[src/hw/ifu_config.svh]
`ifndef IFU_CONFIG_SVH
`define IFU_CONFIG_SVH

// **********************************************************************
// fetch stage configuration
// **********************************************************************

// pc value after reset, start of dram
`define IFU_RESET_PC 64'h0000_0000_8000_0000

// number of icache lines
`define IFU_LINES 16

// line index width, log2 of IFU_LINES
`define IFU_INDEX_W 4

// byte offset inside a 64-bit line
`define IFU_OFFSET_W 3

// tag is whatever is left above index and offset
`define IFU_TAG_W (64 - `IFU_OFFSET_W - `IFU_INDEX_W)

`endif
[src/hw/ifu_pkg.sv]
`default_nettype none

`include "ifu_config.svh"

package ifu_pkg;

	// **********************************************************************
	// datapath widths
	// **********************************************************************

	// byte address
	typedef logic [63:0] addr_t;
	// one rv instruction
	typedef logic [31:0] inst_t;
	// cache line, two instructions
	typedef logic [63:0] line_t;
	// sign-extended branch offset
	typedef logic [63:0] imm_t;

	// address split for the icache
	typedef logic [`IFU_TAG_W-1:0]   tag_t;
	typedef logic [`IFU_INDEX_W-1:0] index_t;

	// **********************************************************************
	// state and class encodings
	// **********************************************************************

	// icache refill controller
	typedef enum logic [1:0] {IDLE, REQ, WAIT} cache_state_e;

	// predecode result
	typedef enum logic [1:0] {NONE, COND, JAL} br_kind_e;

endpackage

`default_nettype wire

[src/hw/ifu_top.sv]
`timescale 1ns/1ps
`default_nettype none

module ifu_top (
	input  wire                 clk,
	input  wire                 rst,
	output wire                 if_valid,
	input  wire                 if_ready,
	output wire ifu_pkg::addr_t if_pc,
	output wire ifu_pkg::inst_t if_inst,
	output wire                 if_pred_taken,
	input  wire                 redirect,
	input  wire ifu_pkg::addr_t redirect_pc,
	output wire                 mem_req,
	output wire ifu_pkg::addr_t mem_addr,
	input  wire                 mem_rvalid,
	input  wire ifu_pkg::line_t mem_rdata,
	input  wire                 inv,
	input  wire ifu_pkg::addr_t inv_addr
);

	// **********************************************************************
	// internal nets
	// **********************************************************************

	wire ifu_pkg::addr_t fetch_pc;
	wire                 hit;
	wire ifu_pkg::inst_t inst;
	wire                 pred_taken;
	wire ifu_pkg::addr_t pred_target;

	// decode sees the fetch pc, the selected word and its prediction
	assign if_pc         = fetch_pc;
	assign if_inst       = inst;
	assign if_pred_taken = pred_taken;

	// pc and handshake
	fetch_unit u_fetch_unit (
		.clk         (clk),
		.rst         (rst),
		.hit         (hit),
		.inst        (inst),
		.pred_taken  (pred_taken),
		.pred_target (pred_target),
		.redirect    (redirect),
		.redirect_pc (redirect_pc),
		.if_ready    (if_ready),
		.if_valid    (if_valid),
		.fetch_pc    (fetch_pc)
	);

	// static prediction on the fetched word
	branch_predecode u_branch_predecode (
		.fetch_pc    (fetch_pc),
		.inst        (inst),
		.pred_taken  (pred_taken),
		.pred_target (pred_target)
	);

	// instruction cache with memory refill port
	icache u_icache (
		.clk        (clk),
		.rst        (rst),
		.fetch_pc   (fetch_pc),
		.hit        (hit),
		.inst       (inst),
		.mem_req    (mem_req),
		.mem_addr   (mem_addr),
		.mem_rvalid (mem_rvalid),
		.mem_rdata  (mem_rdata),
		.inv        (inv),
		.inv_addr   (inv_addr)
	);

endmodule

`default_nettype wire

[src/hw/fetch_unit.sv]
`timescale 1ns/1ps
`default_nettype none

`include "ifu_config.svh"

module fetch_unit (
	input  wire                 clk,
	input  wire                 rst,
	input  wire                 hit,
	input  wire ifu_pkg::inst_t inst,
	input  wire                 pred_taken,
	input  wire ifu_pkg::addr_t pred_target,
	input  wire                 redirect,
	input  wire ifu_pkg::addr_t redirect_pc,
	input  wire                 if_ready,
	output logic                if_valid,
	output ifu_pkg::addr_t      fetch_pc
);

	ifu_pkg::addr_t pc_q;
	ifu_pkg::addr_t pc_d;
	ifu_pkg::addr_t seq_pc;
	logic           xfer;

	// **********************************************************************
	// handshake toward decode
	// **********************************************************************

	// instruction is ready as soon as the lookup hits
	// redirect flushes whatever sits here this cycle
	assign if_valid = hit && !redirect;

	// one instruction leaves per valid && ready
	assign xfer = if_valid && if_ready;

	// **********************************************************************
	// next pc
	// **********************************************************************

	assign seq_pc = pc_q + 64'd4;

	always_comb begin
		// hold by default on a miss or under back-pressure
		pc_d = pc_q;
		if (redirect) begin
			// later stage wins over everything
			pc_d = redirect_pc;
		end else if (xfer) begin
			if (pred_taken) begin
				pc_d = pred_target;
			end else begin
				pc_d = seq_pc;
			end
		end
	end

	// **********************************************************************
	// pc register
	// **********************************************************************

	always_ff @(posedge clk) begin
		if (rst) begin
			pc_q <= `IFU_RESET_PC;
		end else begin
			pc_q <= pc_d;
		end
	end

	// same pc feeds the cache, the predecoder and decode
	assign fetch_pc = pc_q;

endmodule

`default_nettype wire

[src/hw/icache.sv]
`timescale 1ns/1ps
`default_nettype none

`include "ifu_config.svh"

module icache (
	input  wire                 clk,
	input  wire                 rst,
	input  wire ifu_pkg::addr_t fetch_pc,
	output logic                hit,
	output ifu_pkg::inst_t      inst,
	output logic                mem_req,
	output ifu_pkg::addr_t      mem_addr,
	input  wire                 mem_rvalid,
	input  wire ifu_pkg::line_t mem_rdata,
	input  wire                 inv,
	input  wire ifu_pkg::addr_t inv_addr
);

	// storage
	logic [`IFU_LINES-1:0] valid_q;
	ifu_pkg::tag_t         tag_q  [`IFU_LINES];
	ifu_pkg::line_t        data_q [`IFU_LINES];

	// address fields
	ifu_pkg::index_t fetch_idx;
	ifu_pkg::tag_t   fetch_tag;
	ifu_pkg::index_t inv_idx;
	ifu_pkg::tag_t   inv_tag;
	ifu_pkg::index_t miss_idx;
	ifu_pkg::tag_t   miss_tag;

	ifu_pkg::line_t fetch_line;
	logic           inv_match;
	logic           refill;

	// refill control
	ifu_pkg::cache_state_e state_q;
	ifu_pkg::cache_state_e state_d;
	ifu_pkg::addr_t        miss_addr_q;

	// **********************************************************************
	// lookup
	// **********************************************************************

	assign fetch_idx = fetch_pc[`IFU_OFFSET_W +: `IFU_INDEX_W];
	assign fetch_tag = fetch_pc[63 -: `IFU_TAG_W];

	assign fetch_line = data_q[fetch_idx];
	assign hit        = valid_q[fetch_idx] && (tag_q[fetch_idx] == fetch_tag);

	// pc bit 2 picks the upper or lower word
	assign inst = fetch_pc[2] ? fetch_line[63:32] : fetch_line[31:0];

	// **********************************************************************
	// refill fsm
	// **********************************************************************

	always_comb begin
		state_d = state_q;
		case (state_q)
			// a miss seen here issues the request next cycle
			ifu_pkg::IDLE: if (!hit) state_d = ifu_pkg::REQ;
			// request is a single-cycle strobe
			ifu_pkg::REQ: state_d = ifu_pkg::WAIT;
			// wait for the one-beat answer
			ifu_pkg::WAIT: if (mem_rvalid) state_d = ifu_pkg::IDLE;
			default: state_d = ifu_pkg::IDLE;
		endcase
	end

	always_ff @(posedge clk) begin
		if (rst) begin
			state_q <= ifu_pkg::IDLE;
		end else begin
			state_q <= state_d;
		end
	end

	// line address of the miss, kept for the whole refill
	always_ff @(posedge clk) begin
		if ((state_q == ifu_pkg::IDLE) && !hit) begin
			miss_addr_q <= {fetch_pc[63:`IFU_OFFSET_W], {`IFU_OFFSET_W{1'b0}}};
		end
	end

	assign mem_req  = (state_q == ifu_pkg::REQ);
	assign mem_addr = miss_addr_q;

	// refill always lands in the latched line, even after a redirect
	assign miss_idx = miss_addr_q[`IFU_OFFSET_W +: `IFU_INDEX_W];
	assign miss_tag = miss_addr_q[63 -: `IFU_TAG_W];
	assign refill   = (state_q == ifu_pkg::WAIT) && mem_rvalid;

	// **********************************************************************
	// array update
	// **********************************************************************

	// invalidate only a line that really holds inv_addr
	assign inv_idx   = inv_addr[`IFU_OFFSET_W +: `IFU_INDEX_W];
	assign inv_tag   = inv_addr[63 -: `IFU_TAG_W];
	assign inv_match = inv && valid_q[inv_idx] && (tag_q[inv_idx] == inv_tag);

	always_ff @(posedge clk) begin
		if (rst) begin
			valid_q <= '0;
		end else begin
			if (inv_match) begin
				valid_q[inv_idx] <= 1'b0;
			end
			// refill comes last so it is kept when both hit one line
			if (refill) begin
				valid_q[miss_idx] <= 1'b1;
			end
		end
	end

	// tag and data written together with the valid bit
	always_ff @(posedge clk) begin
		if (refill) begin
			tag_q[miss_idx]  <= miss_tag;
			data_q[miss_idx] <= mem_rdata;
		end
	end

endmodule

`default_nettype wire

[src/hw/branch_predecode.sv]
`timescale 1ns/1ps
`default_nettype none

module branch_predecode (
	input  wire ifu_pkg::addr_t fetch_pc,
	input  wire ifu_pkg::inst_t inst,
	output logic                pred_taken,
	output ifu_pkg::addr_t      pred_target
);

	ifu_pkg::br_kind_e kind;
	ifu_pkg::imm_t     imm_b;
	ifu_pkg::imm_t     imm_j;

	// **********************************************************************
	// classify
	// **********************************************************************

	always_comb begin
		kind = ifu_pkg::NONE;
		if (inst[6:0] == 7'b1101111) begin
			// jal
			kind = ifu_pkg::JAL;
		end else if (inst[6:0] == 7'b1100011) begin
			// branch opcode, funct3 010 and 011 are reserved
			case (inst[14:12])
				3'b000: kind = ifu_pkg::COND;  // beq
				3'b001: kind = ifu_pkg::COND;  // bne
				3'b100: kind = ifu_pkg::COND;  // blt
				3'b101: kind = ifu_pkg::COND;  // bge
				3'b110: kind = ifu_pkg::COND;  // bltu
				3'b111: kind = ifu_pkg::COND;  // bgeu
				default: kind = ifu_pkg::NONE;
			endcase
		end
	end

	// **********************************************************************
	// immediates
	// **********************************************************************

	// b-type, 13 bit offset
	assign imm_b = {{52{inst[31]}}, inst[7], inst[30:25], inst[11:8], 1'b0};

	// j-type, 21 bit offset
	assign imm_j = {{44{inst[31]}}, inst[19:12], inst[20], inst[30:21], 1'b0};

	// **********************************************************************
	// static prediction
	// **********************************************************************

	// jal always, branches only backward
	assign pred_taken = (kind == ifu_pkg::JAL) ||
	                    ((kind == ifu_pkg::COND) && inst[31]);

	// target relative to the instruction's own pc
	assign pred_target = fetch_pc + ((kind == ifu_pkg::JAL) ? imm_j : imm_b);

endmodule

`default_nettype wire

[config.mk]
export PLATFORM = sky130hd
export DESIGN_NAME = ifu_top
export DESIGN_NICKNAME = d
export VERILOG_FILES = /design/src/hw/ifu_pkg.sv /design/src/hw/ifu_top.sv /design/src/hw/fetch_unit.sv /design/src/hw/icache.sv /design/src/hw/branch_predecode.sv
export VERILOG_INCLUDE_DIRS = /design/src /design/src/hw
export SDC_FILE = /design/constraint.sdc
export NUM_CORES = 2
export LEC_CHECK = 0
export ABC_CLOCK_PERIOD_IN_PS = 11500
export BUFFER_PORTS_ARGS = -buffer_cell sky130_fd_sc_hd__buf_2
export CAP_MARGIN = 20
export CORE_UTILIZATION = 32
export CTS_BUF_LIST = sky130_fd_sc_hd__clkbuf_16
export CTS_CLUSTER_DIAMETER = 100
export DETAILED_ROUTE_END_ITERATION = 8
export SYNTH_ARGS = -nofsm -noshare
export SYNTH_HDL_FRONTEND = slang
export SYNTH_HIERARCHICAL = 1
export SYNTH_SLANG_ARGS = --single-unit
export TNS_END_PERCENT = 30
[constraint.sdc]
create_clock -name clk -period 11.5 [get_ports clk]
set_input_delay 2.3 -clock clk [delete_from_list [all_inputs] [get_ports clk]]
set_output_delay 2.3 -clock clk [all_outputs]
set_load 0.02 [all_outputs]
After elaboration in Yosys (flattened, before gate mapping)
Memories as Yosys holds them, arrays and structs flattened. A register that Yosys moved wholly into a read port is not among the register bits.
Cells that the tools add are included.
- memories kept: 2
- logic and storage cells: 77
- register bits: 143
- output and inout bits: 163
- RAM bits: 1936
- ROM bits: 0
- bits in latches: 0
- magnitude comparators: 5
- reductions and logical operators: 18
- mux-type cells: 28
- div/mod/pow operators: 0
- multiply operators: 0
- shift-type cells: 0
- bitwise operators: 3
- add/sub/neg operators: 2
- eq/ne operators: 15
- memories (name ; words ; bits a word ; rd ports ; clocked after memory_dff ; wr ports ; line ; text):
    u_icache.data_q ; 16 ; 64 ; 1 ; 1 ; 1 ; icache.sv:23 ; ifu_pkg::line_t data_q [`IFU_LINES];
    u_icache.tag_q ; 16 ; 57 ; 2 ; 1 ; 1 ; icache.sv:22 ; ifu_pkg::tag_t tag_q [`IFU_LINES];
- operator list (operator ; count):
    64-bit 2-to-1 mux ; 3
    57-bit == test ; 2
    64-bit by 3-bit adder with 64-bit output, second input constant ; 1
    64-bit adder ; 1
    16-bit 2-to-1 mux ; 3
    32-bit 2-to-1 mux ; 1
    20-bit 2-to-1 mux ; 1
    16-bit AND ; 1
    4-bit 2-to-1 mux ; 4
    16-bit inverter ; 1
    16-bit OR ; 1
    4-bit by 5-bit less-than comparator with 1-bit output, second input constant ; 3
    7-bit == test, second input constant ; 2
    3-bit == test, second input constant ; 4
    1-bit logical AND ; 10
    1-bit binary-select mux with 4-bit select ; 2
    1-bit demux with 4-bit select ; 2
    4-bit by 1-bit greater-or-equal comparator with 1-bit output, second input constant ; 2
    2-bit 2-to-1 mux ; 4
    1-bit 2-to-1 mux ; 7
    2-bit case mux with 3 select lines ; 1
    6-bit OR reduction ; 1
    2-bit by 1-bit == test with 1-bit output, second input constant ; 2
    2-bit == test, second input constant ; 2
    8 further kinds ; 10

Logic depth before layout (Yosys ltp)
- depth in word-level cells: 14
- mapped depth: 31
- mapped depth without buffers: 22

Hierarchy
Netlist, hierarchy kept.
- modules (own cells, without submodules) (module ; times used ; seq. area each (um^2) ; area an instance (um^2) ; cells an instance):
    icache ; 1 ; 60327.9 ; 85718.5 ; 3947
    fetch_unit ; 1 ; 1281.2 ; 4573.1 ; 646
    branch_predecode ; 1 ; 0.0 ; 3931.3 ; 578

Least setup slack after synthesis
OpenSTA, ideal clock, no wires.
- kind: input-to-reg
- start point: in mem_rvalid
- end point: mem u_icache/data_q[0][0] (netlist name), enable pin
- stages on the path: 3
- data required time: 10.746 ns
- arrival time: 11.060 ns
- setup slack: -0.314 ns
- path buffers: 0
- cell sequence: nand3b_1 -> or3_1 -> nor3_1
- word-level cells in the longest chain between the ends: 3
- RTL lines (element ; line ; text):
    start: declaration ; ifu_top.sv:16 ; input wire mem_rvalid,
    1-bit logical AND ; icache.sv:93 ; assign refill = (state_q == ifu_pkg::WAIT) && mem_rvalid;
    1-bit 2-to-1 mux ; icache.sv:120 ; if (refill) begin
    1-bit 2-to-1 mux (implied by the code) ; icache.sv:122 ; data_q[miss_idx] <= mem_rdata;
    end: declaration ; icache.sv:23 ;
No other way between the ends.

Worst setup path in the final report
- start point: reg u_fetch_unit.pc_q[3], in the netlist u_fetch_unit/fetch_pc[3]
- end point: out if_valid
- word-level cells in the longest chain between the ends: 4
- RTL lines (element ; line ; text):
    start: declaration ; fetch_unit.sv:20 ; ifu_pkg::addr_t pc_q;
    start signal: assignment ; fetch_unit.sv:63 ; pc_q <= `IFU_RESET_PC;
    start signal: assignment ; fetch_unit.sv:65 ; pc_q <= pc_d;
    1-bit binary-select mux with 4-bit select ; icache.sv:50 ; assign hit = valid_q[fetch_idx] && (tag_q[fetch_idx] == fetch_tag);
    1-bit 2-to-1 mux (implied by the code) ; icache.sv:50 ;
    1-bit logical AND ; icache.sv:50 ;
    net hit ; ifu_top.sv:27 ; wire hit;
    1-bit logical AND ; fetch_unit.sv:31 ; assign if_valid = hit && !redirect;
    end: declaration ; ifu_top.sv:7 ; output wire if_valid,
The timed path passes the listed nets, and every way through them passes these cells. The select of a mux whose other input is x is not followed.

==> run summary <==
Fillers = 27100
critical path fanouts, max = 75
ANT nets after route = 0
Crit path largest cell delay = 1.00 ns
grt ovf = 0
initial DRC count = 7604
DP Wirelength = 204000 um
Worst-Margin Slew = 1.26 ns
register area = 61600 um^2
Routed WL = 323000 um
# resized after CTS = 0
post-synthesis area per instance = 18.2 um^2
Clock Skew = 0.0517 ns
metal3 WL = 33800 um
post-DR wirelength/cell = 33.4 um
first-pass GRT wire length = 445000 um
Chip Height = 545 um
CTS Sinks = 2079
vias = 56300
router iterations before antenna repair = 9
worst slack at placement = 3.58 ns
IO Pins = 361
worst path cell trace = buf_12 -> mux4_2 -> mux2i_1 -> mux2_2 -> o221ai_1 -> a2111oi_0 -> or4b_1 -> nor4_4 -> nor2b_1 -> buf_2
Cells after Synth = 5171
Post-synth EDFFs = 1997
number of global-route vias before repair = 55700
CTS H-tree depth = 4
Static Leak = 34.6 nW
Rel. slew slack = 0.151
cell type of the slowest stage on the worst timing path = dfxtp_4
Critical Path Sink Type = primary output
FP Rows = 198
post-CTS setup buffers = 0
max cap viols = 0
CTS Hold Bufs = 0
Worst EP required = 9.20 ns
Tmin final = 8.78 ns
pwr/cell area = 162 nW/um^2
post-synthesis sequential area ratio = 0.654
CTS tree = done
share of the synthesized area in the top cell type = 0.636
Setup crit start kind = register
DIE AREA = 297000 um^2
Critical R2R Launch = u_fetch_unit/fetch_pc[3]
Hold Path Class = register to register
largest net degree at the start of global routing = 128
setup violators final = 0
M1 WL = 123000 um
unique cell type count in the Yosys netlist = 108
GP Congestion = 0.979
clock slew at reported path FFs = 0.06 ns
die width = 545 um
f_max = 114 MHz
GRT Total Usage = 0.213
Synth Flop Type = edfxtp_1
worst setup path startpoint = u_fetch_unit/fetch_pc[3]
DRC viols = 0
CP Class = register to primary output
area growth from synthesis to layout = 14.5%
RSZ-0062 raised after global routing = no
asr flop ratio synth = 0
Clock Tree Buf Depth = 4
top layer in use = met5
TritonCTS buffer count = 215
clk_lat worst skew = 0.88 ns
synthesized flop and latch total = 2079
synth top area cells = edfxtp_1 (64%), mux4_2 (18%), mux2i_1 (2.7%)
layout net count = 5841
Final Cell Area = 108000 um^2
VDD IR max = 0.152 mV
status = finished, final reports clean
Cell Area, Synth = 94200 um^2
Core ar. = 292000 um^2
area of the multi-input gates = 31000 um^2
antenna violations before repair = 75
IO Port Bufs = 354
Worst Slack Setup Final = 2.72 ns
YS warnings = 6
Final Hold Vio Count = 0
Initial Util = 0.323
layout cell share with drive strength beyond 1 = 0.291
fin crit share = 0.764
top cell type by total area after synthesis = edfxtp_1
hold wc startpoint = u_icache/valid_q[1]
clk root buf = clkbuf_16
WP data arrival = 6.48 ns
met2 wire len = 149000 um
vias per cell = 5.83
area post-placement = 101000 um^2
Final Max Tran Viols = 0
-- stage by stage --
| stage | power [mW] | hold slack, ns | TNS, ns | util | instances |
|---|---|---|---|---|---|
| finish | 17.5 | 0.518 | 0 | 0.370 | 9660 |
| global route | 18.0 | 0.544 | 0 | 0.370 | 9649 |
| CTS | 17.6 | 0.515 | 0 | 0.370 | 9644 |
| detailed placement | 10.7 | 0.505 | 0 | 0.346 | 9261 |
| global placement | 10.6 | 0.491 | 0 | 0.346 | 9259 |
| floorplan | 9.86 | 0.455 | -34.00 | - | 5173 |
-- cells by family (layout without fill, tap and decap cells) --
logic type	Yosys count	in the layout	share of synthesized area
buffers and inverters	379	951	0.0193
other	1	18	0.0000398
XOR/XNOR	162	162	0.0151
AND/OR/NAND/NOR	711	711	0.0384
AO/OA/AOI/OAI	715	715	0.0517
multiplexers	1060	1060	0.213
flip-flops	2079	2079	0.654
adder cells (fa/ha/maj)	64	64	0.00858
-- Yosys cell counts (all sizes together), types with 10 or more instances --
cell type and count:
a311oi 20, dfxtp 82, o21a 11, and3 28, inv 62, nand3 76, nor2 150, a22o 21
clkbuf 139, nor2b 23, mux2 59, nand2 198, nand2b 17, a2111oi 10, a211oi 19, o31ai 20
o21ai 113, a22oi 67, o22ai 40, a21oi 176, mux4 751, ha 63, edfxtp 1997, nor3 65
a31oi 35, a221oi 26, nand4 55, o21bai 14, xor2 74, xnor2 88, nor4 33, a21o 42
mux2i 250, and2 22, buf 177
-- final cells by class --
type,count,share of cell area
inverters,63,0.00220
diodes,15,0.000348
clock buffers,221,0.0513
clock inverters,162,0.0126
repair buffers,505,0.0301
flip-flops and latches,2079,0.571
well taps,3900,0.0452
multi-input cells,2715,0.287
-- worst paths after layout --
check,to,slack [ns],depth (start not counted)
max,if_valid,2.72,10
max reg2reg,u_fetch_unit/fetch_pc[59],3.65,23
min,u_icache/valid_q[1],0.52,2
min reg2reg,u_icache/valid_q[1],0.52,2
-- where the power goes --
part,total [mW],internal (mW),switching (mW)
registers,8.66,8.47,0.197
clock network,6.95,4.00,2.95
logic,1.86,0.678,1.18
-- per-layer routing --
layer / track usage / vias up
met1: 0.279 / 29700
met3: 0.0535 / 703
li1: - / 22600
met5: 0 / -
met2: 0.337 / 3253
met4: 0.0887 / 76
-- worst max-delay path: cells and delay by family (launching register included) --
family	cells	cell delay (ns)
buffers and inverters	2	0.69
flip-flops	1	1.00
multiplexers	3	1.10
AND/OR/NAND/NOR	3	1.71
AO/OA/AOI/OAI	2	0.92
-- state kept, by name (all words and copies together) (netlist names) --
signal	count
u_icache/tag_q	912
u_icache/data_q	1024
u_icache/mem_addr	61
u_icache/valid_q	16
u_fetch_unit/fetch_pc	64
u_icache/state_q	2
-- cell usage in the layout, fill, tap and decap left out, types with 40 or more instances in the layout --
| cell | netlist | final |
|---|---|---|
| edfxtp_1 | 1997 | 1997 |
| mux4_2 | 751 | 751 |
| buf_2 | 91 | 349 |
| mux2i_1 | 250 | 250 |
| clkbuf_16 | 0 | 221 |
| nand2_1 | 198 | 198 |
| a21oi_1 | 175 | 175 |
| nor2_1 | 150 | 137 |
| buf_4 | 48 | 129 |
| inv_1 | 60 | 110 |
| o21ai_0 | 107 | 107 |
| xnor2_1 | 88 | 88 |
| dfxtp_1 | 82 | 77 |
| xor2_1 | 74 | 74 |
| nand3_1 | 74 | 74 |
| a22oi_1 | 67 | 67 |
| ha_1 | 63 | 63 |
| nor3_1 | 65 | 60 |
| mux2_2 | 56 | 56 |
| nand4_1 | 52 | 52 |
| clkinv_1 | 1 | 45 |
| a21o_1 | 40 | 40 |
| o22ai_1 | 40 | 40 |
No activity file was read; power rests on OpenSTA's default activity.
